`config.mk`:
```
export PLATFORM = sky130hd
export DESIGN_NAME = wbu
export DESIGN_NICKNAME = d
export VERILOG_FILES = /design/src/rtl/cpu_pkg.sv /design/src/rtl/wbu.sv
export SDC_FILE = /design/constraint.sdc
export NUM_CORES = 2
export LEC_CHECK = 0
export BUFFER_PORTS_ARGS = -buffer_cell sky130_fd_sc_hd__buf_2
export CORE_ASPECT_RATIO = 1.5
export CORE_UTILIZATION = 60
export CTS_BUF_LIST = sky130_fd_sc_hd__clkbuf_8
export CTS_CLUSTER_DIAMETER = 200
export DETAILED_ROUTE_END_ITERATION = 16
export PLACE_DENSITY_LB_ADDON = 0.08
export SYNTH_ARGS = -nofsm -noshare
export SYNTH_HDL_FRONTEND = slang
export SYNTH_SLANG_ARGS = --single-unit
```
`constraint.sdc`:
```
create_clock -name clk -period 8.2 [get_ports clk]
set_input_delay 0.82 -clock clk [delete_from_list [all_inputs] [get_ports clk]]
set_output_delay 0.82 -clock clk [all_outputs]
set_load 0.01 [all_outputs]
```
`src/rtl/cpu_pkg.sv`:
```
package cpu_pkg;

  // machine widths
  localparam int XLEN   = 64;
  localparam int ILEN   = 32;
  localparam int REG_AW = 5;

  // major opcodes handled by the core
  localparam logic [6:0] OPC_OP_IMM = 7'b0010011;
  localparam logic [6:0] OPC_OP     = 7'b0110011;
  localparam logic [6:0] OPC_LUI    = 7'b0110111;
  localparam logic [6:0] OPC_SYSTEM = 7'b1110011;

  // full ebreak word, funct12 = 1 under system
  localparam logic [ILEN-1:0] INST_EBREAK = 32'h0010_0073;

  // alu operations
  // passb forwards operand b untouched, used by lui
  typedef enum logic [3:0] {
    ALU_ADD,
    ALU_SUB,
    ALU_SLL,
    ALU_SLT,
    ALU_SLTU,
    ALU_XOR,
    ALU_SRL,
    ALU_SRA,
    ALU_OR,
    ALU_AND,
    ALU_PASSB
  } alu_op_e;

  // if -> id
  typedef struct packed {
    logic [XLEN-1:0] pc;
    logic [ILEN-1:0] inst;
  } if_id_t;

  // id -> ex, operands already resolved
  typedef struct packed {
    logic [XLEN-1:0]   pc;
    logic [ILEN-1:0]   inst;
    alu_op_e           alu_op;
    logic [XLEN-1:0]   opa;
    logic [XLEN-1:0]   opb;
    logic [REG_AW-1:0] rd;
    logic              wen;
  } id_ex_t;

  // ex -> wb
  typedef struct packed {
    logic [XLEN-1:0]   pc;
    logic [ILEN-1:0]   inst;
    logic [REG_AW-1:0] rd;
    logic              wen;
    logic [XLEN-1:0]   result;
  } ex_wb_t;

endpackage
```
`src/rtl/wbu.sv`:
```
`timescale 1ns/1ps

module wbu
  import cpu_pkg::*;
(
  input  logic              clk,
  input  logic              i_rst,
  // from ex/wb
  input  logic              i_valid,
  input  ex_wb_t            i_payload,
  output logic              o_ready_go,
  // read ports for decode
  input  logic [REG_AW-1:0] i_rs1,
  input  logic [REG_AW-1:0] i_rs2,
  output logic [XLEN-1:0]   o_rs1_data,
  output logic [XLEN-1:0]   o_rs2_data,
  // witf release
  output logic              o_witf_pop,
  // retire trace
  output logic              o_retire_valid,
  output logic [XLEN-1:0]   o_retire_pc,
  output logic [ILEN-1:0]   o_retire_inst,
  output logic              o_retire_wen,
  output logic [REG_AW-1:0] o_retire_rd,
  output logic [XLEN-1:0]   o_retire_wdata,
  output logic              o_halted
);

  logic [XLEN-1:0] regs [1:31];
  logic            we;
  logic            halted_q;

  assign we = i_valid && i_payload.wen;

  // x1..x31, all zero out of reset
  always_ff @(posedge clk) begin
    if (i_rst) begin
      for (int i = 1; i < 32; i++) begin
        regs[i] <= '0;
      end
    end else if (we) begin
      regs[i_payload.rd] <= i_payload.result;
    end
  end

  // x0 hardwired, no write bypass
  assign o_rs1_data = (i_rs1 == '0) ? '0 : regs[i_rs1];
  assign o_rs2_data = (i_rs2 == '0) ? '0 : regs[i_rs2];

  always_ff @(posedge clk) begin
    if (i_rst) begin
      halted_q <= 1'b0;
    end else if (i_valid && (i_payload.inst == INST_EBREAK)) begin
      halted_q <= 1'b1;
    end
  end

  // last stage, always drains
  assign o_ready_go = 1'b1;
  assign o_witf_pop = we;

  assign o_retire_valid = i_valid;
  assign o_retire_pc    = i_payload.pc;
  assign o_retire_inst  = i_payload.inst;
  assign o_retire_wen   = we;
  assign o_retire_rd    = i_payload.rd;
  assign o_retire_wdata = i_payload.result;
  assign o_halted       = halted_q;

endmodule

```
Yosys cells after proc, flatten, opt, wreduce, memory -nomap -nowiden
Memory sizes are Yosys's and may differ from the RTL's.
Index checks and enable logic that the tools add are counted.
{"block": "word_totals", "memories": 1, "mem_bits_rw": 1984, "wordCells": 18, "input_bits": 179, "output_inout_bits": 298, "regBits": 1}
{"block": "classes", "n_eq_ne": 1, "mux": 10, "reduce_logical": 5}
{"name": "regs", "depth": 31, "word_bits": 64, "read_ports": 2, "rd_clocked_by_memory_dff": 0, "wr": 31, "line_no": "wbu.sv:29", "rtl": "logic [XLEN-1:0] regs [1:31];"}
{"cell": "$mux W64", "count": 3}
{"cell": "$reduce_or A64 Y1", "count": 1}
{"cell": "$eq A32 B21 Y1 const B", "count": 1}
{"cell": "$logic_not A5 Y1", "count": 2}
{"cell": "$mux W1", "count": 6}
{"cell": "$mux W5", "count": 1}
{"cell": "$logic_and A1 B1 Y1", "count": 2}

Logic depth before layout (Yosys ltp)
{"block": "logic_depth", "word_depth": 6, "mapped_depth": 9, "ltp_nobuf": 4}

Least setup slack after synthesis
No wires, ideal clock.
{"block": "synth_timing", "kind": "input port to flip-flop", "from": "in i_payload[66] (netlist bit)", "to": "mem regs[0][0] (enable)", "required_time_ns": 7.714, "arrival_ns": 4.217, "stages": 3, "n_path_buf": 1, "slack_ns": 3.496, "path_cell_list": "or4_1 -> clkbuf_1 -> nor2_1"}
{"item": "from (decl)", "line_no": "wbu.sv:10", "rtl": "input ex_wb_t i_payload,"}
{"item": "to (decl)", "line_no": "wbu.sv:29"}

Worst setup path after layout
{"block": "layout_timing", "from": "in i_rs2[1]", "to": "out o_rs2_data[13]"}
{"block": "layout_via", "elab_chain_cells": 2}
{"item": "from (decl)", "line_no": "wbu.sv:14", "rtl": "input logic [REG_AW-1:0] i_rs2,"}
{"item": "$mem_v2 Z31 W64 or $logic_not A5 Y1 (tied branches)"}
{"item": "$mux W64 *", "line_no": "wbu.sv:48", "rtl": "assign o_rs2_data = (i_rs2 == '0) ? '0 : regs[i_rs2];"}
{"item": "to (decl)", "line_no": "wbu.sv:16", "rtl": "output logic [XLEN-1:0] o_rs2_data,"}
Every way passes the cells marked *; elsewhere a longest branch is shown, timed or not.

==> results.md <==
- Status: finished with violations
- Failing checks: max-capacitance violations, max-slew violations
- Mapped Avg Cell Area: 15.3 µm²
- Synth async-reset ratio: 0
- Crit path max-delay cell type: or3_2
- Final Setup Violations: 0
- Clock edge transition at the registers on the reported setup and hold paths: 0.06 ns
- CP delay by family, top: simple AND/OR/NAND/NOR gates
- Share of cells above drive strength 1: 0.280
- Global-route wire length before repair: 554000 µm
- Die Y: 525 µm
- Post-layout nets: 7185
- Worst IR Drop VDD: ~180 µV
- Core area: 181000 µm²
- PD cells: 202 nW/µm²
- Maximum operating frequency: 172 MHz
- GRT Overall Usage: 0.440
- Vias per cell: 7.55
- Starting Density: 0.605
- CP Max Fanout: 70
- I/O pin count: 477
- Port bufs: 347
- Min Tclk post-route: 5.82 ns
- Mapped Area: between 100000 and 150000 µm²
- Final Hold Fails: 0
- Placement row count: around 190
- Worst setup EP type: primary output
- CP dominant cell by count: or3_2
- Iteration-0 DRC Markers: 14000
- Post-CTS setup buffers: 0
- Synth Flop Type: edfxtp_1
- Drt total wl: 405000 µm
- Initial antenna violation count: 53
- Max Cap Violations: 1
- Clock Path Buffers: 4
- Synth unique cells: 59
- Slew @ Worst Pin: between 1.5 and 2 ns
- Syn Inst Count: between 7000 and 8000
- Unrepaired setup endpoints after global routing: false
- CTS root buf: clkbuf_8
- CTS tree: done
- Register bit total from synthesis: approximately 2000
- DRT Pass-1 Iters: 9
- Cell Chain, Critical Path: buf_8 > or3_2 > buf_4 > or3_2 > buf_12 > and3_1 > buf_2
- Lkg Pwr: about 41 nW
- Highest-count cells in the layout ignoring fill and taps: 2048 x edfxtp_1, 1985 x and2_1, 925 x mux4_2, 338 x buf_2, 329 x clkbuf_8
- Avg WL per Cell: 41.9 µm
- Clk_skew: 0 ns
- Grt total ovfl: 0
- Gates resized, CTS repair: 0
- Setup TNS: 0 ns
- Cell count of the worst reg-to-reg path: 1
- GPL Wtd Cong: 0.886
- Largest net degree at the start of global routing: 104
- Synthesis-to-layout area growth: 6.99%
- Critical setup path kind: in2out
- WP depth: 7
- Slew headroom: -0.0896
- Vias in the first global route: around 72000
- Num CTS Buffers: ~320
- Crit path launch type: input port
- Dpl hpwl: about 220000 µm
- Hold Crit Depth: 4
- Die ar.: about 180000 µm²
- WP data required: 7.38 ns
- Clock sink count: 2049
- Sequential cell area fraction in the yosys report: 0.562
- Clk Latency, worst-skew pair: 0.94 ns
- End-of-flow core utilization: 0.648
- Via count: 73100
- DRC violations left: 0
- Most common cell after layout, fill and taps aside: edfxtp_1
- EDFF count, synth: 2048
- Final Cycle Share: 0.709
- Final slew viol count: 7
- Post-route ant nets: 0
- Ys Warns: 0
- DIE WIDTH: 351 µm
- H-tree levels: 5
- Hold buffers post-CTS: 0
- WP buf/inv: 4
- Worst EP arrival: roughly 5 ns
- Synthesized net count: around 7300
- Largest stage delay, worst path: between 1 and 1.5 ns
- Worst hold path class: in2reg
layout make-up:
class / count / area [µm²]
flip-flops and latches: 2049 / 61500
clock inverters: 219 / 1130
fillers: 12900 / 63800
clock buffers: 329 / 4530
repair buffers: 510 / 3250
multi-input cells: 4126 / 43600
diodes: 33 / 82.6
well taps: 2412 / 3020
inverters: 3 / 13.8
power by group:
part | switching (mW) | total [mW] | internal, mW
logic | 1.92 | 3.13 | 1.21
clock network | 4.18 | 8.17 | 3.99
registers | 0.284 | 12.3 | 12.1
total | 6.39 | 23.6 | 17.2
state kept, by name, summed over array words and instances (netlist names):
name,cells
o_halted,1
regs,2048
kinds of logic (layout without fill, tap and decap cells):
| family | after synthesis | count (layout) | share of synthesized area |
|---|---|---|---|
| buffers and inverters | 960 | 1061 | 0.0438 |
| flip-flops | 2049 | 2049 | 0.562 |
| AO/OA/AOI/OAI | 502 | 502 | 0.0376 |
| AND/OR/NAND/NOR | 2289 | 2289 | 0.128 |
| other | 1 | 34 | 0.0000342 |
| multiplexers | 1334 | 1334 | 0.229 |
through the flow:
stage / std cells / power (mW) / setup slack (ns) / hold WS (ns) / cell area [µm²]
floorplan: 7135 / 14.3 / 3.50 / 0.526 / 110000
CTS: 9648 / 23.5 / 2.65 / 0.322 / 117000
finish: 9681 / 23.6 / 2.38 / 0.351 / 117000
detailed placement: 9100 / 15.6 / 2.65 / 0.591 / 111000
global route: 9657 / 24.1 / 2.53 / 0.367 / 117000
global placement: 9100 / 15.5 / 2.74 / 0.594 / 111000
final timing paths:
check / from / endpoint / slack [ns]
max: i_rs2[1] / o_rs2_data[13] / 2.38
min: i_payload[75] / o_halted / 0.35
max reg2reg: o_halted / o_halted / 7.54
min reg2reg: o_halted / o_halted / 0.57
tightest hold or removal path, delay by kind of cell:
kind,cells,cell delay (ns)
AND/OR/NAND/NOR,2,0.14
AO/OA/AOI/OAI,1,0.19
buffers and inverters,1,0.10
cells in the mapped netlist (all sizes together), types with 3 or more instances:
cell / instances / share of area
nand3b: 4 / 0.00027
o22ai: 17 / 0.00097
nand4: 3 / 0.00017
nor3: 7 / 0.00032
or3: 5 / 0.00029
and3: 40 / 0.0023
nor2b: 12 / 0.00069
a221oi: 85 / 0.0068
a22o: 92 / 0.0074
a22oi: 45 / 0.0031
or2: 34 / 0.0019
o221ai: 68 / 0.0054
and2: 1987 / 0.11
mux2: 114 / 0.012
edfxtp: 2048 / 0.56
a21bo: 3 / 0.00027
or3b: 3 / 0.00024
o22a: 50 / 0.0040
nand2b: 5 / 0.00029
a221o: 5 / 0.00046
a211oi: 3 / 0.00021
mux4: 925 / 0.19
o21ai: 56 / 0.0026
a222oi: 24 / 0.0022
clkbuf: 569 / 0.020
buf: 388 / 0.024
mux2i: 295 / 0.027
a211o: 42 / 0.0034
nor4: 12 / 0.00069
nor2: 50 / 0.0017
nand3: 39 / 0.0018
nand2: 79 / 0.0027
metal layers:
layer,share of wire,GRT usage
met1,0.32,0.569
met2,0.45,0.661
met5,0.00027,0
met3,0.15,0.131
met4,0.069,0.258
Power figures use the tool's default switching activity.
