File: config.mk
export PLATFORM = sky130hd
export DESIGN_NAME = witf
export DESIGN_NICKNAME = d
export VERILOG_FILES = /design/src/rtl/cpu_pkg.sv /design/src/rtl/witf.sv
export SDC_FILE = /design/constraint.sdc
export NUM_CORES = 1
export LEC_CHECK = 0
export BUFFER_PORTS_ARGS = -buffer_cell sky130_fd_sc_hd__buf_2
export CAP_MARGIN = 10
export CORE_MARGIN = 2
export CORE_UTILIZATION = 50
export CTS_BUF_LIST = sky130_fd_sc_hd__clkbuf_2 sky130_fd_sc_hd__clkbuf_4 sky130_fd_sc_hd__clkbuf_8
export DETAILED_ROUTE_END_ITERATION = 10
export GPL_ROUTABILITY_DRIVEN = 0
export PLACE_DENSITY = 0.71
export SETUP_SLACK_MARGIN = 0.15
export SYNTH_ARGS = -nofsm -noshare
export SYNTH_HDL_FRONTEND = slang
export SYNTH_SLANG_ARGS = --single-unit
File: constraint.sdc
create_clock -name clk -period 2 [get_ports clk]
set_input_delay 0 -clock clk [delete_from_list [all_inputs] [get_ports clk]]
set_output_delay 0 -clock clk [all_outputs]
set_load 0.03 [all_outputs]
File: src/rtl/cpu_pkg.sv
package cpu_pkg;

  // machine widths
  localparam int XLEN   = 64;
  localparam int ILEN   = 32;
  localparam int REG_AW = 5;

  // major opcodes handled by the core
  localparam logic [6:0] OPC_OP_IMM = 7'b0010011;
  localparam logic [6:0] OPC_OP     = 7'b0110011;
  localparam logic [6:0] OPC_LUI    = 7'b0110111;
  localparam logic [6:0] OPC_SYSTEM = 7'b1110011;

  // full ebreak word, funct12 = 1 under system
  localparam logic [ILEN-1:0] INST_EBREAK = 32'h0010_0073;

  // alu operations
  // passb forwards operand b untouched, used by lui
  typedef enum logic [3:0] {
    ALU_ADD,
    ALU_SUB,
    ALU_SLL,
    ALU_SLT,
    ALU_SLTU,
    ALU_XOR,
    ALU_SRL,
    ALU_SRA,
    ALU_OR,
    ALU_AND,
    ALU_PASSB
  } alu_op_e;

  // if -> id
  typedef struct packed {
    logic [XLEN-1:0] pc;
    logic [ILEN-1:0] inst;
  } if_id_t;

  // id -> ex, operands already resolved
  typedef struct packed {
    logic [XLEN-1:0]   pc;
    logic [ILEN-1:0]   inst;
    alu_op_e           alu_op;
    logic [XLEN-1:0]   opa;
    logic [XLEN-1:0]   opb;
    logic [REG_AW-1:0] rd;
    logic              wen;
  } id_ex_t;

  // ex -> wb
  typedef struct packed {
    logic [XLEN-1:0]   pc;
    logic [ILEN-1:0]   inst;
    logic [REG_AW-1:0] rd;
    logic              wen;
    logic [XLEN-1:0]   result;
  } ex_wb_t;

endpackage
File: src/rtl/witf.sv
`timescale 1ns/1ps

module witf
  import cpu_pkg::*;
#(
  parameter int WITF_DEPTH = 4
) (
  input  logic              clk,
  input  logic              i_rst,
  // lookup from decode
  input  logic [REG_AW-1:0] i_rs1,
  input  logic [REG_AW-1:0] i_rs2,
  input  logic              i_check,
  output logic              o_raw_hit,
  // dispatch
  input  logic              i_push,
  input  logic [REG_AW-1:0] i_rd,
  // writeback
  input  logic              i_pop,
  output logic              o_full
);

  localparam int AW = $clog2(WITF_DEPTH);

  logic [REG_AW-1:0] rd_mem [WITF_DEPTH];
  logic [AW-1:0]     wr_ptr;
  logic [AW-1:0]     rd_ptr;
  logic [AW:0]       count;
  logic [AW-1:0]     offs;
  logic              hit;

  // scan every slot, live ones sit within count of rd_ptr
  always_comb begin
    hit  = 1'b0;
    offs = '0;
    for (int i = 0; i < WITF_DEPTH; i++) begin
      offs = AW'(i) - rd_ptr;
      if (({1'b0, offs} < count) && ((rd_mem[i] == i_rs1) || (rd_mem[i] == i_rs2))) begin
        hit = 1'b1;
      end
    end
  end

  assign o_raw_hit = i_check && hit;
  assign o_full    = count == (AW+1)'(WITF_DEPTH);

  always_ff @(posedge clk) begin
    if (i_rst) begin
      wr_ptr <= '0;
      rd_ptr <= '0;
      count  <= '0;
    end else begin
      if (i_push) begin
        wr_ptr <= wr_ptr + 1'b1;
      end
      // writebacks retire in dispatch order
      if (i_pop) begin
        rd_ptr <= rd_ptr + 1'b1;
      end
      case ({i_push, i_pop})
        2'b10:   count <= count + 1'b1;
        2'b01:   count <= count - 1'b1;
        default: count <= count;
      endcase
    end
  end

  always_ff @(posedge clk) begin
    if (i_push) begin
      rd_mem[wr_ptr] <= i_rd;
    end
  end

endmodule

# Yosys cells after proc, flatten, opt, wreduce, memory -nomap -nowiden
# Memories as Yosys holds them, arrays and structs flattened.
# Index checks and enable logic that the tools add are counted.
dict set report word_totals {
  regBits 7
  mem_bits_rw 20
  in_bits 20
  output_inout_bits 2
  wordCells 44
  memories 1
}
dict set report classes {
  n_addsub 8
  order_cmp 4
  eq_ne 11
  muxes 7
  n_reduce_logical 10
}
# memory words word_bits rd rd_clocked_by_memory_dff wr line
set mem_list {}
lappend mem_list {rd_mem 4 5 4 0 1 witf.sv:25} ;# logic [REG_AW-1:0] rd_mem [WITF_DEPTH];
# cell n
set ops {}
lappend ops {{$eq A5 B5 Y1} 8}
lappend ops {{$lt A2 B3 Y1} 4}
lappend ops {{$mux W1} 6}
lappend ops {{$pmux W3 S2} 1}
lappend ops {{$logic_and A1 B1 Y1} 5}
lappend ops {{$add A2 B1 Y2 const B} 2}
lappend ops {{$logic_or A1 B1 Y1} 4}
lappend ops {{$sub A1 B2 Y2 const A} 2}
lappend ops {{$sub A2 B2 Y2 const A} 2}
lappend ops {{$add A3 B1 Y3 const B} 1}
lappend ops {{$eq A3 B3 Y1 const B} 1}
lappend ops {{$sub A3 B1 Y3 const B} 1}
lappend ops {{$eq A2 B1 Y1 const B} 1}
lappend ops {{$eq A2 B2 Y1 const B} 1}
lappend ops {{$reduce_bool A2 Y1} 1}

# Logic depth before layout (Yosys ltp)
dict set report depth {
  word_depth 8
  ltp_mapped 7
  ltp_nobuf 7
}

# Worst setup path after synthesis
# No wires, ideal clock.
dict set report synth_timing {
  path_kind {reg-to-reg}
  start {reg count[0]}
  end {reg count[2]}
  setup_ps 70
  arrival_time_ps 1436
  required_time_ps 1930
  path_slack_ps 494
  path_stages_with_launch 6
  path_buffers 0
  period_less_slack_ps 1506
  cell_sequence {dfxtp_1 inv_1 fa_1 xor2_1 or3_1 a21oi_1}
}
dict set report synth_via {
  elab_chain_len 2
  elab_cells_between_ends 3
  cone_classes {add/sub: 2; mux: 1}
}
# item line
set synth_lines {}
lappend synth_lines {{start, declared} witf.sv:28} ;# logic [AW:0] count;
lappend synth_lines {{start signal, assigned} witf.sv:61} ;# 2'b10: count <= count + 1'b1;
lappend synth_lines {{start signal, assigned} witf.sv:62} ;# 2'b01: count <= count - 1'b1;
lappend synth_lines {{start signal, assigned} witf.sv:63} ;# default: count <= count;
lappend synth_lines {{$sub A3 B1 Y3 / $add A3 B1 Y3 (equally long branches)} {witf.sv:62, witf.sv:61}}
lappend synth_lines {{$pmux W3 S2 *} witf.sv:60} ;# case ({i_push, i_pop})
# Every way passes the cells marked *; elsewhere a longest branch is shown, timed or not.
# A chain may end at the register's enable or synchronous reset.

# Worst setup path in the final report
dict set report layout_timing {
  start {reg rd_ptr[1]}
  end {out o_raw_hit}
}
dict set report layout_via {
  elab_chain_len 8
  elab_cells_between_ends 17
  cone_classes {add/sub: 4; order compare: 4; mux: 4; reduce/logical: 5}
}
# item line
set layout_lines {}
lappend layout_lines {{start, declared} witf.sv:27} ;# logic [AW-1:0] rd_ptr;
lappend layout_lines {{start signal, assigned} witf.sv:58} ;# rd_ptr <= rd_ptr + 1'b1;
lappend layout_lines {{$sub A1 B2 Y2} witf.sv:37} ;# offs = AW'(i) - rd_ptr;
lappend layout_lines {{$lt A2 B3 Y1} witf.sv:38} ;# if (({1'b0, offs} < count) && ((rd_mem[i] == i_rs1) || (rd_mem[i] == i_rs2))) begin
lappend layout_lines {{$logic_and A1 B1 Y1} witf.sv:38}
lappend layout_lines {{$mux W1 (3 in a row)} witf.sv:38}
lappend layout_lines {{$mux W1 *} witf.sv:38}
lappend layout_lines {{$logic_and A1 B1 Y1 *} witf.sv:44} ;# assign o_raw_hit = i_check && hit;
lappend layout_lines {{end, declared} witf.sv:14} ;# output logic o_raw_hit,
# Marks and branches as above.

==> summary.md <==
| Metric | Value |
|---|---|
| CP Buf/Inv Count | `2` |
| Antenna-violating nets left | `0` |
| Avg Vias per Cell | `4.90` |
| Syn Inst Count | `around 140` |
| Fraction of layout cells with a size suffix above 1 | `0.233` |
| # rows | `20` |
| Yosys Warn Count | `0` |
| Cell total after placement | `203` |
| Worst EP arrival | `1.76 ns` |
| HP Class | `input pin to register` |
| Final instance area | `1900 um2` |
| Outcome | `finished, final reports clean` |
| Final period util | `0.880` |
| Layout Skew | `around 0.0016 ns` |
| Synth area leader | `edfxtp_1` |
| Placed Area | `1720 um2` |
| Nets | `203` |
| Measured slew at the worst slew-check pin | `about 0.27 ns` |
| Max Root-Sink Buffers | `2` |
| Top post-synthesis cells by area | `edfxtp_1 38%, xnor2_1 15%, xor2_1 9.9%` |
| Crit-path leading delay family | `compound AO/OA/AOI/OAI gates` |
| Post-synthesis mux area share | `0.00626` |
| Die area | `about 3700 um2` |
| EDFF count, synth | `20` |
| Die span in x | `around 60 um` |
| Pwr dens | `621 nW/um2` |
| Hold depth | `3` |
| P_int | `between 0.8 and 0.9 mW` |
| Sequential share of power | `0.574` |
| Cell Area, Synth | `1600 um2` |
| Maximum clock frequency | `0.568 GHz` |
| Post-synthesis sequential area ratio | `0.463` |
| Ant diodes | `0` |
| Area Growth Syn to Fin | `18.6%` |
| Post-synthesis register bit count | `27` |
| Critical path's slowest cell | `dfxtp_2` |
| Post-synthesis simple-gate area fraction | `0.101` |
| Main flop type after synthesis | `edfxtp_1` |
| Most common cell in the netlist | `xnor2_1` |
| Core footprint | `3050 um2` |
| RSZ-0062 raised after global routing | `yes` |
| Dpl ws | `0.401 ns` |
| Clock sinks | `27` |
| Vias in the first global route | `around 1.1k` |
| Final worst slack | `0.240 ns` |
| MaxCap Viol Count | `0` |
| First-pass GRT wire length | `4.72 mm` |
| CP required | `2.00 ns` |
| Setup TNS | `0 ns` |
| Commonest cells post-synth | `28 x xnor2_1, 20 x edfxtp_1, 18 x xor2_1` |
| Synth cell types | `22` |
| CP Depth | `7` |
| Pre-antenna DRT Iters | `4` |
| Synth Area in Compound Gates | `0.0477` |
| Number of CTS-inserted buffers | `3` |
| Switch Pwr | `0.329 mW` |
| Leak pwr | `0.720 nW` |
| Non-filler cells, final | `216` |
| Asr flop ratio synth | `0` |
| Starting Density | `0.524` |
| Syn Area/Cell | `about 11 um2` |
| Clock transition at path regs | `0.13 ns` |
| Clk Latency, worst-skew pair | `between 0.3 and 0.4 ns` |
| Crit path max fanout | `3` |
| Worst reg2reg path depth | `5` |
| Area share of the largest cell type after synthesis | `0.376` |
| Gr ovfl total | `0` |
| Critical path launch point type | `register` |
| Port bufs | `21` |
| Peak supply drop | `0.422 mV` |
| WL final | `roughly 2.9 mm` |
| Cells along the critical path | `xnor2_2 > inv_1 > ha_1 > a21oi_1 > o22ai_1 > a41oi_2 > buf_6` |
| Pwr Total | `1.18 mW` |
| Drt drc | `0` |
| Hold Violations, Final | `0` |
| Largest net degree at the start of global routing | `16` |
| CP Class | `register to primary output` |
| Top-Level Pins | `22` |
| Final hold slack | `0.0217 ns` |
| Comb pwr share | `0.235` |
| Post-Synth Adder-Cell Area | `0.0829` |
| Xor and xnor area share after synthesis | `0.252` |
| Initial antenna violation count | `0` |
| Htree depth | `1` |
| Setup violations, final | `0` |
| Vias | `1,058` |
| Final Critical Period | `1.76 ns` |
| DIE HEIGHT | `60.6 um` |
| Crit-path max cell delay | `0.37 ns` |
| Final core utilization | `0.621` |
| GRT Total Usage | `0.180` |
| CTS tree | `done` |
| Post-Syn Nets | `172` |
| Max-slew violations | `0` |
| Initial DRC count | `29` |
| CP endpoint kind | `primary output` |
| Root Driver | `clkbuf_4` |
| Slew Limit Headroom | `0.823` |
| Sw Share | `0.279` |
| Dpl hpwl | `2.36 mm` |
| Main combinational cell family by area after synthesis | `XOR/XNOR gates` |
| Drt wl/cell | `between 10 and 15 um` |
| Clock Power Share | `0.192` |
==> layer usage <==
metal | wire length, um | share of wire | up-vias | GRT usage
met4 | 41 | 0.014 | 0 | 0.0652
met1 | 1420 | 0.49 | 486 | 0.245
li1 | - | - | 541 | -
met5 | 0 | 0 | - | 0
met2 | 1310 | 0.46 | 25 | 0.297
met3 | 103 | 0.036 | 6 | 0.0256
==> cells by family (layout without fill, tap and decap cells) <==
kind of cell | Yosys count | after routing
compound gates | 12 | 12
xor+xnor | 46 | 46
fa+ha+maj | 10 | 10
buf+inv | 13 | 43
flops | 27 | 27
mux | 1 | 1
simple gates | 33 | 33
==> tightest hold or removal path, delay by kind of cell <==
family | cells | cell delay [ns]
buf+inv | 1 | 0.15
mux | 1 | 0.09
simple gates | 1 | 0.08
==> worst paths after layout <==
path | from | endpoint | slack (ns)
setup / recovery | rd_ptr[1] | o_raw_hit | 0.24
hold / removal | i_push | wr_ptr[1] | 0.02
setup reg to reg | count[0] | count[2] | 0.37
hold reg to reg | count[1] | count[1] | 0.54
==> area by class of cell <==
class / instances / area [um2]
Fill cell: 270 / 1160
Multi-Input combinational cell: 102 / 838
Sequential cell: 27 / 746
Timing Repair Buffer: 30 / 196
Tap cell: 44 / 55.1
Inverter: 9 / 33.8
Clock buffer: 3 / 22.5
Clock inverter: 1 / 5.00
==> power by group through the flow <==
| stage | Clock, mW | Sequential (mW) | Combinational, mW |
|---|---|---|---|
| after detailed placement | 0 | 0.687 | 0.246 |
| after global placement | 0 | 0.684 | 0.237 |
| after global routing | 0.261 | 0.680 | 0.315 |
| final | 0.226 | 0.676 | 0.277 |
| after CTS | 0.230 | 0.674 | 0.265 |
| after floorplan | 0 | 0.677 | 0.183 |
==> cells in the final DEF (no fill, tap or decap), types with 4 or more instances in the layout <==
cell type      instances
inv_1                  8
edfxtp_1              20
nor2_1                 8
xnor2_2                4
ha_1                   9
buf_2                 20
xor2_1                18
a21oi_1                6
dfxtp_1                5
nor3_2                 5
xnor2_1               24
o22ai_1                4
nand3_1                8
dlygate4sd3_1          7
and2_1                 4
==> registers in the layout, summed over array words and instances, names as in the netlist <==
signal / count
count: 3
rd_ptr: 2
rd_mem: 20
wr_ptr: 2
==> timing repair <==
item                       in CTS  in global routing
setup buffers                   1                  1
setup endpoints to repair       1                  1
hold endpoints to repair       27                  0
gates resized for setup         4                 11
hold buffers                    7                  0
pin swaps                       0                 12
(Power assumes the default switching activity.)
