==> src/rtl/cpu_pkg.sv <==
package cpu_pkg;

  // machine widths
  localparam int XLEN   = 64;
  localparam int ILEN   = 32;
  localparam int REG_AW = 5;

  // major opcodes handled by the core
  localparam logic [6:0] OPC_OP_IMM = 7'b0010011;
  localparam logic [6:0] OPC_OP     = 7'b0110011;
  localparam logic [6:0] OPC_LUI    = 7'b0110111;
  localparam logic [6:0] OPC_SYSTEM = 7'b1110011;

  // full ebreak word, funct12 = 1 under system
  localparam logic [ILEN-1:0] INST_EBREAK = 32'h0010_0073;

  // alu operations
  // passb forwards operand b untouched, used by lui
  typedef enum logic [3:0] {
    ALU_ADD,
    ALU_SUB,
    ALU_SLL,
    ALU_SLT,
    ALU_SLTU,
    ALU_XOR,
    ALU_SRL,
    ALU_SRA,
    ALU_OR,
    ALU_AND,
    ALU_PASSB
  } alu_op_e;

  // if -> id
  typedef struct packed {
    logic [XLEN-1:0] pc;
    logic [ILEN-1:0] inst;
  } if_id_t;

  // id -> ex, operands already resolved
  typedef struct packed {
    logic [XLEN-1:0]   pc;
    logic [ILEN-1:0]   inst;
    alu_op_e           alu_op;
    logic [XLEN-1:0]   opa;
    logic [XLEN-1:0]   opb;
    logic [REG_AW-1:0] rd;
    logic              wen;
  } id_ex_t;

  // ex -> wb
  typedef struct packed {
    logic [XLEN-1:0]   pc;
    logic [ILEN-1:0]   inst;
    logic [REG_AW-1:0] rd;
    logic              wen;
    logic [XLEN-1:0]   result;
  } ex_wb_t;

endpackage
==> src/rtl/ifu.sv <==
`timescale 1ns/1ps

module ifu
  import cpu_pkg::*;
#(
  parameter logic [XLEN-1:0] RESET_PC = 64'h8000_0000
) (
  input  logic            clk,
  input  logic            i_rst,
  // instruction memory
  output logic            o_fetch_req,
  output logic [XLEN-1:0] o_fetch_addr,
  input  logic            i_fetch_valid,
  input  logic [ILEN-1:0] i_fetch_inst,
  // from decode
  input  logic            i_ebreak_seen,
  // handshake with if/id
  input  logic            i_allow_in,
  output logic            o_valid,
  output logic            o_ready_go,
  output if_id_t          o_payload
);

  logic [XLEN-1:0] pc_q;
  logic            req_q;
  logic            wait_q;
  logic            hold_q;
  logic [ILEN-1:0] inst_q;
  logic            halt_q;
  logic            take;
  logic            issue;

  // answer passes straight on when if/id has room
  // otherwise parked in inst_q
  assign o_valid        = hold_q || (wait_q && i_fetch_valid);
  assign o_ready_go     = 1'b1;
  assign o_payload.pc   = pc_q;
  assign o_payload.inst = hold_q ? inst_q : i_fetch_inst;

  assign take = o_valid && i_allow_in;

  // idle, or the current item is leaving
  // stop for good once ebreak has gone to ex
  assign issue = !halt_q && !i_ebreak_seen && ((!wait_q && !hold_q) || take);

  always_ff @(posedge clk) begin
    if (i_rst) begin
      pc_q   <= RESET_PC;
      req_q  <= 1'b0;
      wait_q <= 1'b0;
      hold_q <= 1'b0;
      halt_q <= 1'b0;
    end else begin
      // single cycle request pulse
      req_q <= issue;
      if (i_ebreak_seen) begin
        halt_q <= 1'b1;
      end
      // one outstanding request at a time
      if (issue) begin
        wait_q <= 1'b1;
      end else if (wait_q && i_fetch_valid) begin
        wait_q <= 1'b0;
      end
      if (take) begin
        pc_q   <= pc_q + XLEN'(4);
        hold_q <= 1'b0;
      end else if (wait_q && i_fetch_valid) begin
        hold_q <= 1'b1;
      end
    end
  end

  // parked instruction
  always_ff @(posedge clk) begin
    if (wait_q && i_fetch_valid && !i_allow_in) begin
      inst_q <= i_fetch_inst;
    end
  end

  // address is the already advanced pc
  assign o_fetch_req  = req_q;
  assign o_fetch_addr = pc_q;

endmodule

==> config.mk <==
export PLATFORM = sky130hd
export DESIGN_NAME = ifu
export DESIGN_NICKNAME = d
export VERILOG_FILES = /design/src/rtl/cpu_pkg.sv /design/src/rtl/ifu.sv
export SDC_FILE = /design/constraint.sdc
export NUM_CORES = 1
export LEC_CHECK = 0
export BUFFER_PORTS_ARGS = -buffer_cell sky130_fd_sc_hd__buf_4
export CAP_MARGIN = 20
export CORE_ASPECT_RATIO = 0.6
export CORE_MARGIN = 4
export CORE_UTILIZATION = 45
export CTS_BUF_LIST = sky130_fd_sc_hd__clkbuf_16
export CTS_CLUSTER_SIZE = 20
export DETAILED_ROUTE_END_ITERATION = 10
export GPL_TIMING_DRIVEN = 0
export PLACE_DENSITY = 0.78
export SYNTH_ARGS = -nofsm -noshare
export SYNTH_HDL_FRONTEND = slang
export SYNTH_SLANG_ARGS = --single-unit
==> constraint.sdc <==
create_clock -name clk -period 6.3 [get_ports clk]
set_input_delay 0.945 -clock clk [delete_from_list [all_inputs] [get_ports clk]]
set_output_delay 0.945 -clock clk [all_outputs]
set_load 0.01 [all_outputs]
# Word-level counts from Yosys, hierarchy flattened
# Index checks and enable logic that the tools add are counted.
[word_totals] elab_cells=25 input_bits=37 register_bits=100
[op_classes] add_sub_neg=1 muxes=3 n_reduce_logical=15
[ops] op="64-bit by 3-bit adder with 64-bit output, second input constant" count=1
[ops] op="32-bit two-way mux" count=1
[ops] op="1-bit logical AND" count=6
[ops] op="1-bit zero test" count=5
[ops] op="1-bit logical OR" count=2
[ops] op="1-bit two-way mux" count=2
[ops] op="2-bit nonzero test" count=1
[ops] op="2-bit OR reduction" count=1

# Longest topological paths before layout
# Gate-level depths: netlist of run 1.
[logic_depth] depth_word=6 mapped_depth=9 mapped_depth_nobuf=6

# Worst setup path before layout of run 1
# No wires, ideal clock.
[synth_path] path_kind="input port to flip-flop" startpoint="input port i_fetch_valid" endpoint="register inst_q[0], enable pin" required_ns=5.879 path_stages=2 setup_slack_ns=3.526 arrival_time_ns=2.353 setup_ns=0.421 cell_sequence="nand2_1 -> nor2_1"
[synth_via] elab_chain_len=2
[synth_rtl] item="from (decl)" line_no="ifu.sv:13" source="input logic i_fetch_valid,"
[synth_rtl] item="1-bit logical AND (2 in a row)" line_no="ifu.sv:76" source="if (wait_q && i_fetch_valid && !i_allow_in) begin"
[synth_rtl] item="to (signal assigned)" line_no="ifu.sv:77" source="inst_q <= i_fetch_inst;"
[synth_rtl] item="to (decl)" line_no="ifu.sv:28" source="logic [ILEN-1:0] inst_q;"
# No other way between the ends.
# A chain may end at the register's enable or synchronous reset.

# Final worst setup path of run 1
[layout_path] startpoint="input port i_fetch_valid" endpoint="register pc_q[63] (netlist: o_fetch_addr[63])"
[layout_via] elab_chain_len=3
[layout_rtl] item="1-bit logical AND" line_no="ifu.sv:35" source="assign o_valid = hold_q || (wait_q && i_fetch_valid);"
[layout_rtl] item="1-bit logical OR" line_no="ifu.sv:35"
[layout_rtl] item="1-bit logical AND" line_no="ifu.sv:40" source="assign take = o_valid && i_allow_in;"
[layout_rtl] item="to (signal assigned)" line_no="ifu.sv:66" source="pc_q <= pc_q + XLEN'(4);"
[layout_rtl] item="to (decl)" line_no="ifu.sv:24" source="logic [XLEN-1:0] pc_q;"
# No other way between the ends.

==> results.yml, run 1 <==
synth:
  synth-seq-cells: 98
  synth_top_family_by_area: "simple AND/OR/NAND/NOR gates"
  synth_simple_gate_area_share_pct: 22.2
  seq_area_frac_synth_pct: 44.9
  synth-async-reset-ratio_pct: 0
  yosys_warnings: 0
  synth_compound_gate_area_share_pct: 8.22
  synthAdderAreaFrac_pct: 0.246
  synth_edf_count: 32
  avgSynthCellArea_um2: 9.63
  synth-main-ff-cell: "dfxtp_1"
  synthCells: 528
  synth.area.mux_share_pct: 7.75
  syn_area_mm2: 0.00508
  synth_xor_area_share_pct: 3.96
  ys_types: 41
placement:
  gp_congestion: 0.851
  place_hpwl_um: 11000
  io_buffer_count: 194
  dpl.cell_count: 864
  dp_slack_ns: 3.13
timing:
  setup_viol_count_final: 0
  clock.fmax_mhz: 348
  fin_crit_sh_pct: 45.7
  finalMaxSlewViolations: 0
  fin_setup_tns_ns: 0
  period_needed_ns: 2.88
  worst_slew_pin_slew_ns: 0.884
  rsz0062_at_grt: "false"
  setup_ws_ns: 3.42
  finalHoldViolations: 0
  hold_ws_ns: 0.477
  skew_ns: 0.00659
  relSlewSlack_pct: 41.0
global_route:
  grtUsageTotal_pct: 21.0
  gr-total-overflow: 0
  antenna_found_initial: 0
  grt_pass1_vias: 4361
  grt_max_degree: 33
  grt_pass1_wl_um: 22900
power:
  ir_worst_vdd_uv: 134
  power_density_mw_per_mm2: 179
  p_leak_nw: 2.89
critical_path:
  cp-start-kind: "input pin"
  crit_fanout: 10
  cp_num_buf_inv: 2
  required_ns: 6.53
  timing.rr.end: "o_fetch_addr[44]"
  rrSetupSlack_ns: 3.64
  crit_path_end_kind: "flop"
  critical_path_class: "in2reg"
  slowest_delay_ns: 0.78
  r2r-start: "o_fetch_addr[11]"
  crit_family: "simple AND/OR/NAND/NOR gates"
  cp_cell_sequence: "buf_4, a21o_1, buf_2, nand4_1, nor4_1, and4_1, mux2_2"
  crit_start: "i_fetch_valid"
  cp_slowest_cell: "nor4_1"
  crit_arrival_ns: 3.10
  rr_worst_depth: 7
cts:
  cts_hold_buffers: 0
  cts.clk_slew.worst_paths_ns: 0.07
  htreeDepth: 3
  postCtsSetupBuffers: 0
  clock_path_buffers: 2
  clkSinkCount: 98
  cts_tree: "built"
  cts_buffers: 9
  ctsResizeCount: 0
  insertion_delay_ns: 0.34
  cts-root-buf: "clkbuf_16"
route:
  m1WireLength_um: 6700
  drc: 0
  viasPerCell: 5.42
  drt_iter0_markers: 303
  first_pass_iters: 5
  wl_um: 14600
  top_layer: "met4"
  drt-wirelength-per-cell_um: 16.6
  wl_met3_um: 1140
  wl_met2_um: 6560
  via_count: 4769
  drtAntennaViolNets: 0
layout:
  n_antenna_cell: 0
  fin_cells: 880
  area_delta_synth_final_pct: 37.8
  final_nets: 774
  drive_gt1_share_pct: 44.3
min_path:
  hp-class: "reg2reg"
  holdPathEnd: "halt_q"
  hold_path_startpoint: "halt_q"
  whs_path_depth: 2
die:
  die_w_um: 145
  initial_core_util_pct: 47.2
  die-area_mm2: 0.0131
  rows: 29
  pin_count: 200
  core_mm2: 0.0108
  die_h_um: 90.3
flow_run:
  maxCapViolations: 0
outcome:
  run_status: "completed"
==> layout by cell type (no fill, tap or decap), types with 2 or more instances in the layout <==
master	count
conb_1	5
buf_2	6
xor2_1	6
a21o_1	2
nor3_2	2
or4_4	2
edfxtp_1	32
buf_4	263
buf_6	2
o21ai_0	24
and2_1	3
nor4_1	6
a21oi_1	35
xnor2_1	17
dfxtp_1	66
nor2b_1	5
clkbuf_1	12
or4_1	12
nand2_1	26
inv_4	2
nor3_1	13
inv_1	6
nor2_1	33
nand3_1	26
nand4_1	25
and4_1	10
or3_1	22
and3_1	6
o31ai_1	12
clkbuf_16	9
mux2_2	34
==> power by group <==
group          leakage, nW  internal (W)  switching (W)
sequential           0.822      0.000658     0.00000258
combinational         1.94     0.0000479      0.0000432
clock                0.136      0.000268       0.000238
==> flip-flops by register name (all words and copies together) (netlist names) <==
name and count:
o_fetch_addr 62, inst_q 32, halt_q 1, hold_q 1, o_fetch_req 1, wait_q 1
==> cell usage after synthesis, drive strengths merged, types with 6 or more instances <==
cell type | count | share of area (%)
o21ai | 24 | 2.4
or3 | 23 | 2.9
xor2 | 6 | 1.0
nand4 | 26 | 3.3
xnor2 | 17 | 2.9
o31ai | 12 | 1.8
dfxtp | 66 | 26
and3 | 6 | 0.74
and4 | 11 | 1.9
nor3 | 15 | 1.7
nor4 | 6 | 0.74
nor2 | 34 | 2.5
buf | 78 | 11
edfxtp | 32 | 19
clkbuf | 12 | 0.89
mux2 | 35 | 7.8
nand2 | 26 | 1.9
or4 | 14 | 2.2
a21oi | 35 | 3.4
nand3 | 27 | 2.8
==> routing by layer <==
metal | up-vias | GRT usage (%)
li1 | 2280 | -
met5 | - | 0
met1 | 2256 | 29.4
met3 | 21 | 5.52
met4 | 0 | 5.06
met2 | 212 | 32.5
==> worst max path at each step <==
stage                        to  cells after the start  slack, ns
2_1_floorplan         inst_q[0]                      2       3.53
3_3_place_gp         inst_q[11]                      2       2.93
3_5_place_dp   o_fetch_addr[63]                      7       3.13
4_1_cts        o_fetch_addr[63]                      7       3.49
5_1_grt        o_fetch_addr[63]                      7       3.29
6_report       o_fetch_addr[63]                      7       3.42
==> cell type report <==
cell class	count	area, um2
Fill cell	898	3770
Sequential cell	98	2280
Multi-Input combinational cell	338	2180
Timing Repair Buffer	194	1460
Buffer	90	619
Clock buffer	9	225
Tap cell	139	174
Clock inverter	7	45.0
Inverter	5	18.8
==> worst min-delay path: stages, from the launching register on <==
cell     delay (ns)
dfxtp_1        0.32
nor2_1         0.05
nor2_1         0.08
==> stage by stage <==
stage	power, W	util [%]	area (um2)
floorplan	0.000713	-	5090
global placement	0.000763	62.4	6730
detailed placement	0.000766	62.5	6730
CTS	0.00127	65.0	7000
global route	0.00130	65.0	7000
finish	0.00126	65.0	7000
==> cell families (layout without fill, tap and decap cells) <==
| family | count (synthesis) | count (layout) |
|---|---|---|
| and+or+nand+nor | 199 | 199 |
| AOI/OAI and AO/OA | 75 | 75 |
| muxes | 35 | 35 |
| xor gates and xnor gates | 23 | 23 |
| DFF | 98 | 98 |
| buffers and inverters | 95 | 305 |
| other | 2 | 5 |
| adders and majority gates | 1 | 1 |
Note: power is estimated with default switching activity, not from simulation.
==> run 2: changes to the inputs <==
--- a/config.mk
+++ b/config.mk
@@ -5,6 +5,7 @@
 export SDC_FILE = /design/constraint.sdc
 export NUM_CORES = 1
 export LEC_CHECK = 0
+export ABC_AREA = 1
 export BUFFER_PORTS_ARGS = -buffer_cell sky130_fd_sc_hd__buf_4
 export CAP_MARGIN = 20
 export CORE_ASPECT_RATIO = 0.6
@@ -14,7 +15,7 @@
 export CTS_CLUSTER_SIZE = 20
 export DETAILED_ROUTE_END_ITERATION = 10
 export GPL_TIMING_DRIVEN = 0
-export PLACE_DENSITY = 0.78
+export PLACE_DENSITY = 0.79
 export SYNTH_ARGS = -nofsm -noshare
 export SYNTH_HDL_FRONTEND = slang
 export SYNTH_SLANG_ARGS = --single-unit
==> constraint.sdc (replaced) <==
create_clock -name clk -period 2.4 [get_ports clk]
set_input_delay 0.36 -clock clk [delete_from_list [all_inputs] [get_ports clk]]
set_output_delay 0.36 -clock clk [all_outputs]
set_load 0.01 [all_outputs]
==> run 2 against run 1 <==
Compared with the run above:
- combinational power rose to 3.1 times the previous value
- largest power group unchanged
- die area is 12% higher
- sequential cell count stayed put
- critical endpoint is now o_payload[16]
==> results.yml, run 2 <==
power:
  power_density_mw_per_mm2: 449
  p_leak_nw: 3.50
  ir_worst_vdd_uv: 320
synth:
  syn_area_mm2: 0.00572
  synth_edf_count: 32
  synth_compound_gate_area_share_pct: 6.28
  ys_top_cells_by_count: "239 x nand2_1, 123 x nor2_1, 69 x buf_4"
  synth_area_leaders: "dfxtp_1 23%, edfxtp_1 17%, nand2_1 16%, buf_4 9.1%, nor2_1 8.1%"
  post-synth-top-area-fraction_pct: 23.1
  synth_top_family_by_area: "simple AND/OR/NAND/NOR gates"
  synthAdderAreaFrac_pct: 0.219
  seq_area_frac_synth_pct: 39.9
  yosys_warnings: 0
  synth-main-ff-cell: "dfxtp_1"
  synth_simple_gate_area_share_pct: 38.2
  avgSynthCellArea_um2: 7.09
  synth_xor_area_share_pct: 0.459
  synth_top_area_cell: "dfxtp_1"
  synth.most_common_cell: "nand2_1"
  ys_types: 44
  synthCells: 807
  synth-seq-cells: 98
  synth-async-reset-ratio_pct: 0
  synth.area.mux_share_pct: 0
global_route:
  antenna_found_initial: 0
  grt_pass1_wl_um: 26700
  grt_pass1_vias: 5095
  grt_max_degree: 33
  grtUsageTotal_pct: 23.1
  gr-total-overflow: 0
route:
  drt_iter0_markers: 527
  drt-wirelength-per-cell_um: 14.9
  first_pass_iters: 5
  drtAntennaViolNets: 0
  viasPerCell: 4.95
  drc: 0
  via_count: 5869
  wl_um: 17600
timing:
  setup_viol_count_final: 0
  rsz0062_at_grt: "false"
  fin_crit_sh_pct: 82.4
  period_needed_ns: 1.98
  clock.fmax_mhz: 505
  finalHoldViolations: 0
  finalMaxSlewViolations: 0
  worst_slew_pin_slew_ns: 0.894
  relSlewSlack_pct: 40.2
  skew_ns: 0.0129
  setup_ws_ns: 0.422
layout:
  fin_area_mm2: 0.00769
  layout_common_cells: "263 x buf_4, 239 x nand2_1, 122 x nor2_1"
  final_nets: 1053
  n_antenna_cell: 0
  nFillCells: 1145
  drive_gt1_share_pct: 32.2
  layout_commonest_cell: "buf_4"
  largest_reg_flops: 62
  area_delta_synth_final_pct: 34.5
cts:
  cts_buffers: 9
  clock_path_buffers: 2
  insertion_delay_ns: 0.35
  ctsResizeCount: 0
  cts-root-buf: "clkbuf_16"
  cts_tree: "built"
  postCtsSetupBuffers: 0
  cts.clk_slew.worst_paths_ns: 0.07
  clkSinkCount: 98
  cts_hold_buffers: 0
  htreeDepth: 3
critical_path:
  crit_arrival_ns: 1.62
  crit_path_end_kind: "output pin"
  required_ns: 2.04
  crit_fanout: 10
  cp-start-kind: "flop"
  critical_path_class: "reg2out"
placement:
  gp_congestion: 0.970
  place_hpwl_um: 14100
  postPlaceCellArea_mm2: 0.00740
  dp_slack_ns: 0.540
  io_buffer_count: 194
min_path:
  hp-class: "in2reg"
outcome:
  run_status: "completed"
die:
  rows: 31
  pin_count: 200
  die_w_um: 154
  initial_core_util_pct: 46.7
  die_h_um: 95.3
  core_mm2: 0.0123
  die-area_mm2: 0.0146
flow_run:
  maxCapViolations: 0
==> run 2: per-stage QoR <==
stage	total power (W)	cells	hold WS [ns]	TNS (ns)	utilization (%)
2_1_floorplan	0.00190	810	0.425	0	-
3_3_place_gp	0.00205	1169	0.439	-17.10	60.3
3_5_place_dp	0.00206	1169	0.448	0	60.4
4_1_cts	0.00346	1185	0.191	0	62.8
5_1_grt	0.00357	1185	0.184	0	62.8
6_report	0.00346	1185	0.199	0	62.8
==> run 2: where the power goes <==
part | switching [W] | internal (W)
registers | 0.00000715 | 0.00173
logic | 0.000155 | 0.000130
clock network | 0.000630 | 0.000806
total | 0.000792 | 0.00266
==> run 2: logic make-up after synthesis <==
logic type / Yosys count
DFF: 98
xor gates and xnor gates: 3
buffers and inverters: 153
adders and majority gates: 1
and+or+nand+nor: 483
other: 2
AOI/OAI and AO/OA: 67
==> run 2: cell type report <==
| cell class | instances | area [um2] | share of cell area [%] |
|---|---|---|---|
| multi-input cells | 559 | 2610 | 33.9 |
| flip-flops and latches | 98 | 2280 | 29.7 |
| repair buffers | 194 | 1460 | 18.9 |
| plain buffers | 82 | 576 | 7.48 |
| inverters | 71 | 269 | 3.50 |
| clock buffers | 9 | 225 | 2.93 |
| well taps | 165 | 206 | 2.68 |
| clock inverters | 7 | 67.6 | 0.878 |
==> run 2: worst max-delay path, cell delays in order (launching register included) <==
cell and delay (ns):
dfxtp_1 0.30, buf_4 0.16, inv_4 0.12, clkbuf_1 0.38, nand2_1 0.11, nand2_1 0.09
buf_4 0.12
==> run 2: path summary, 6_finish.rpt <==
path / from / endpoint / slack (ns) / depth (start not counted)
max: hold_q / o_payload[16] / 0.42 / 6
min: i_fetch_inst[31] / inst_q[31] / 0.20 / 1
max reg2reg: o_fetch_addr[2] / o_fetch_addr[62] / 0.49 / 10
min reg2reg: halt_q / halt_q / 0.46 / 2
==> run 2: metal layers <==
metal | wire length (um) | track usage, % | vias up
li1 | - | - | 2926
met1 | 8110 | 34.3 | 2646
met2 | 7130 | 32.7 | 286
met3 | 2260 | 8.30 | 11
met4 | 99 | 3.60 | 0
met5 | 0 | 0 | -
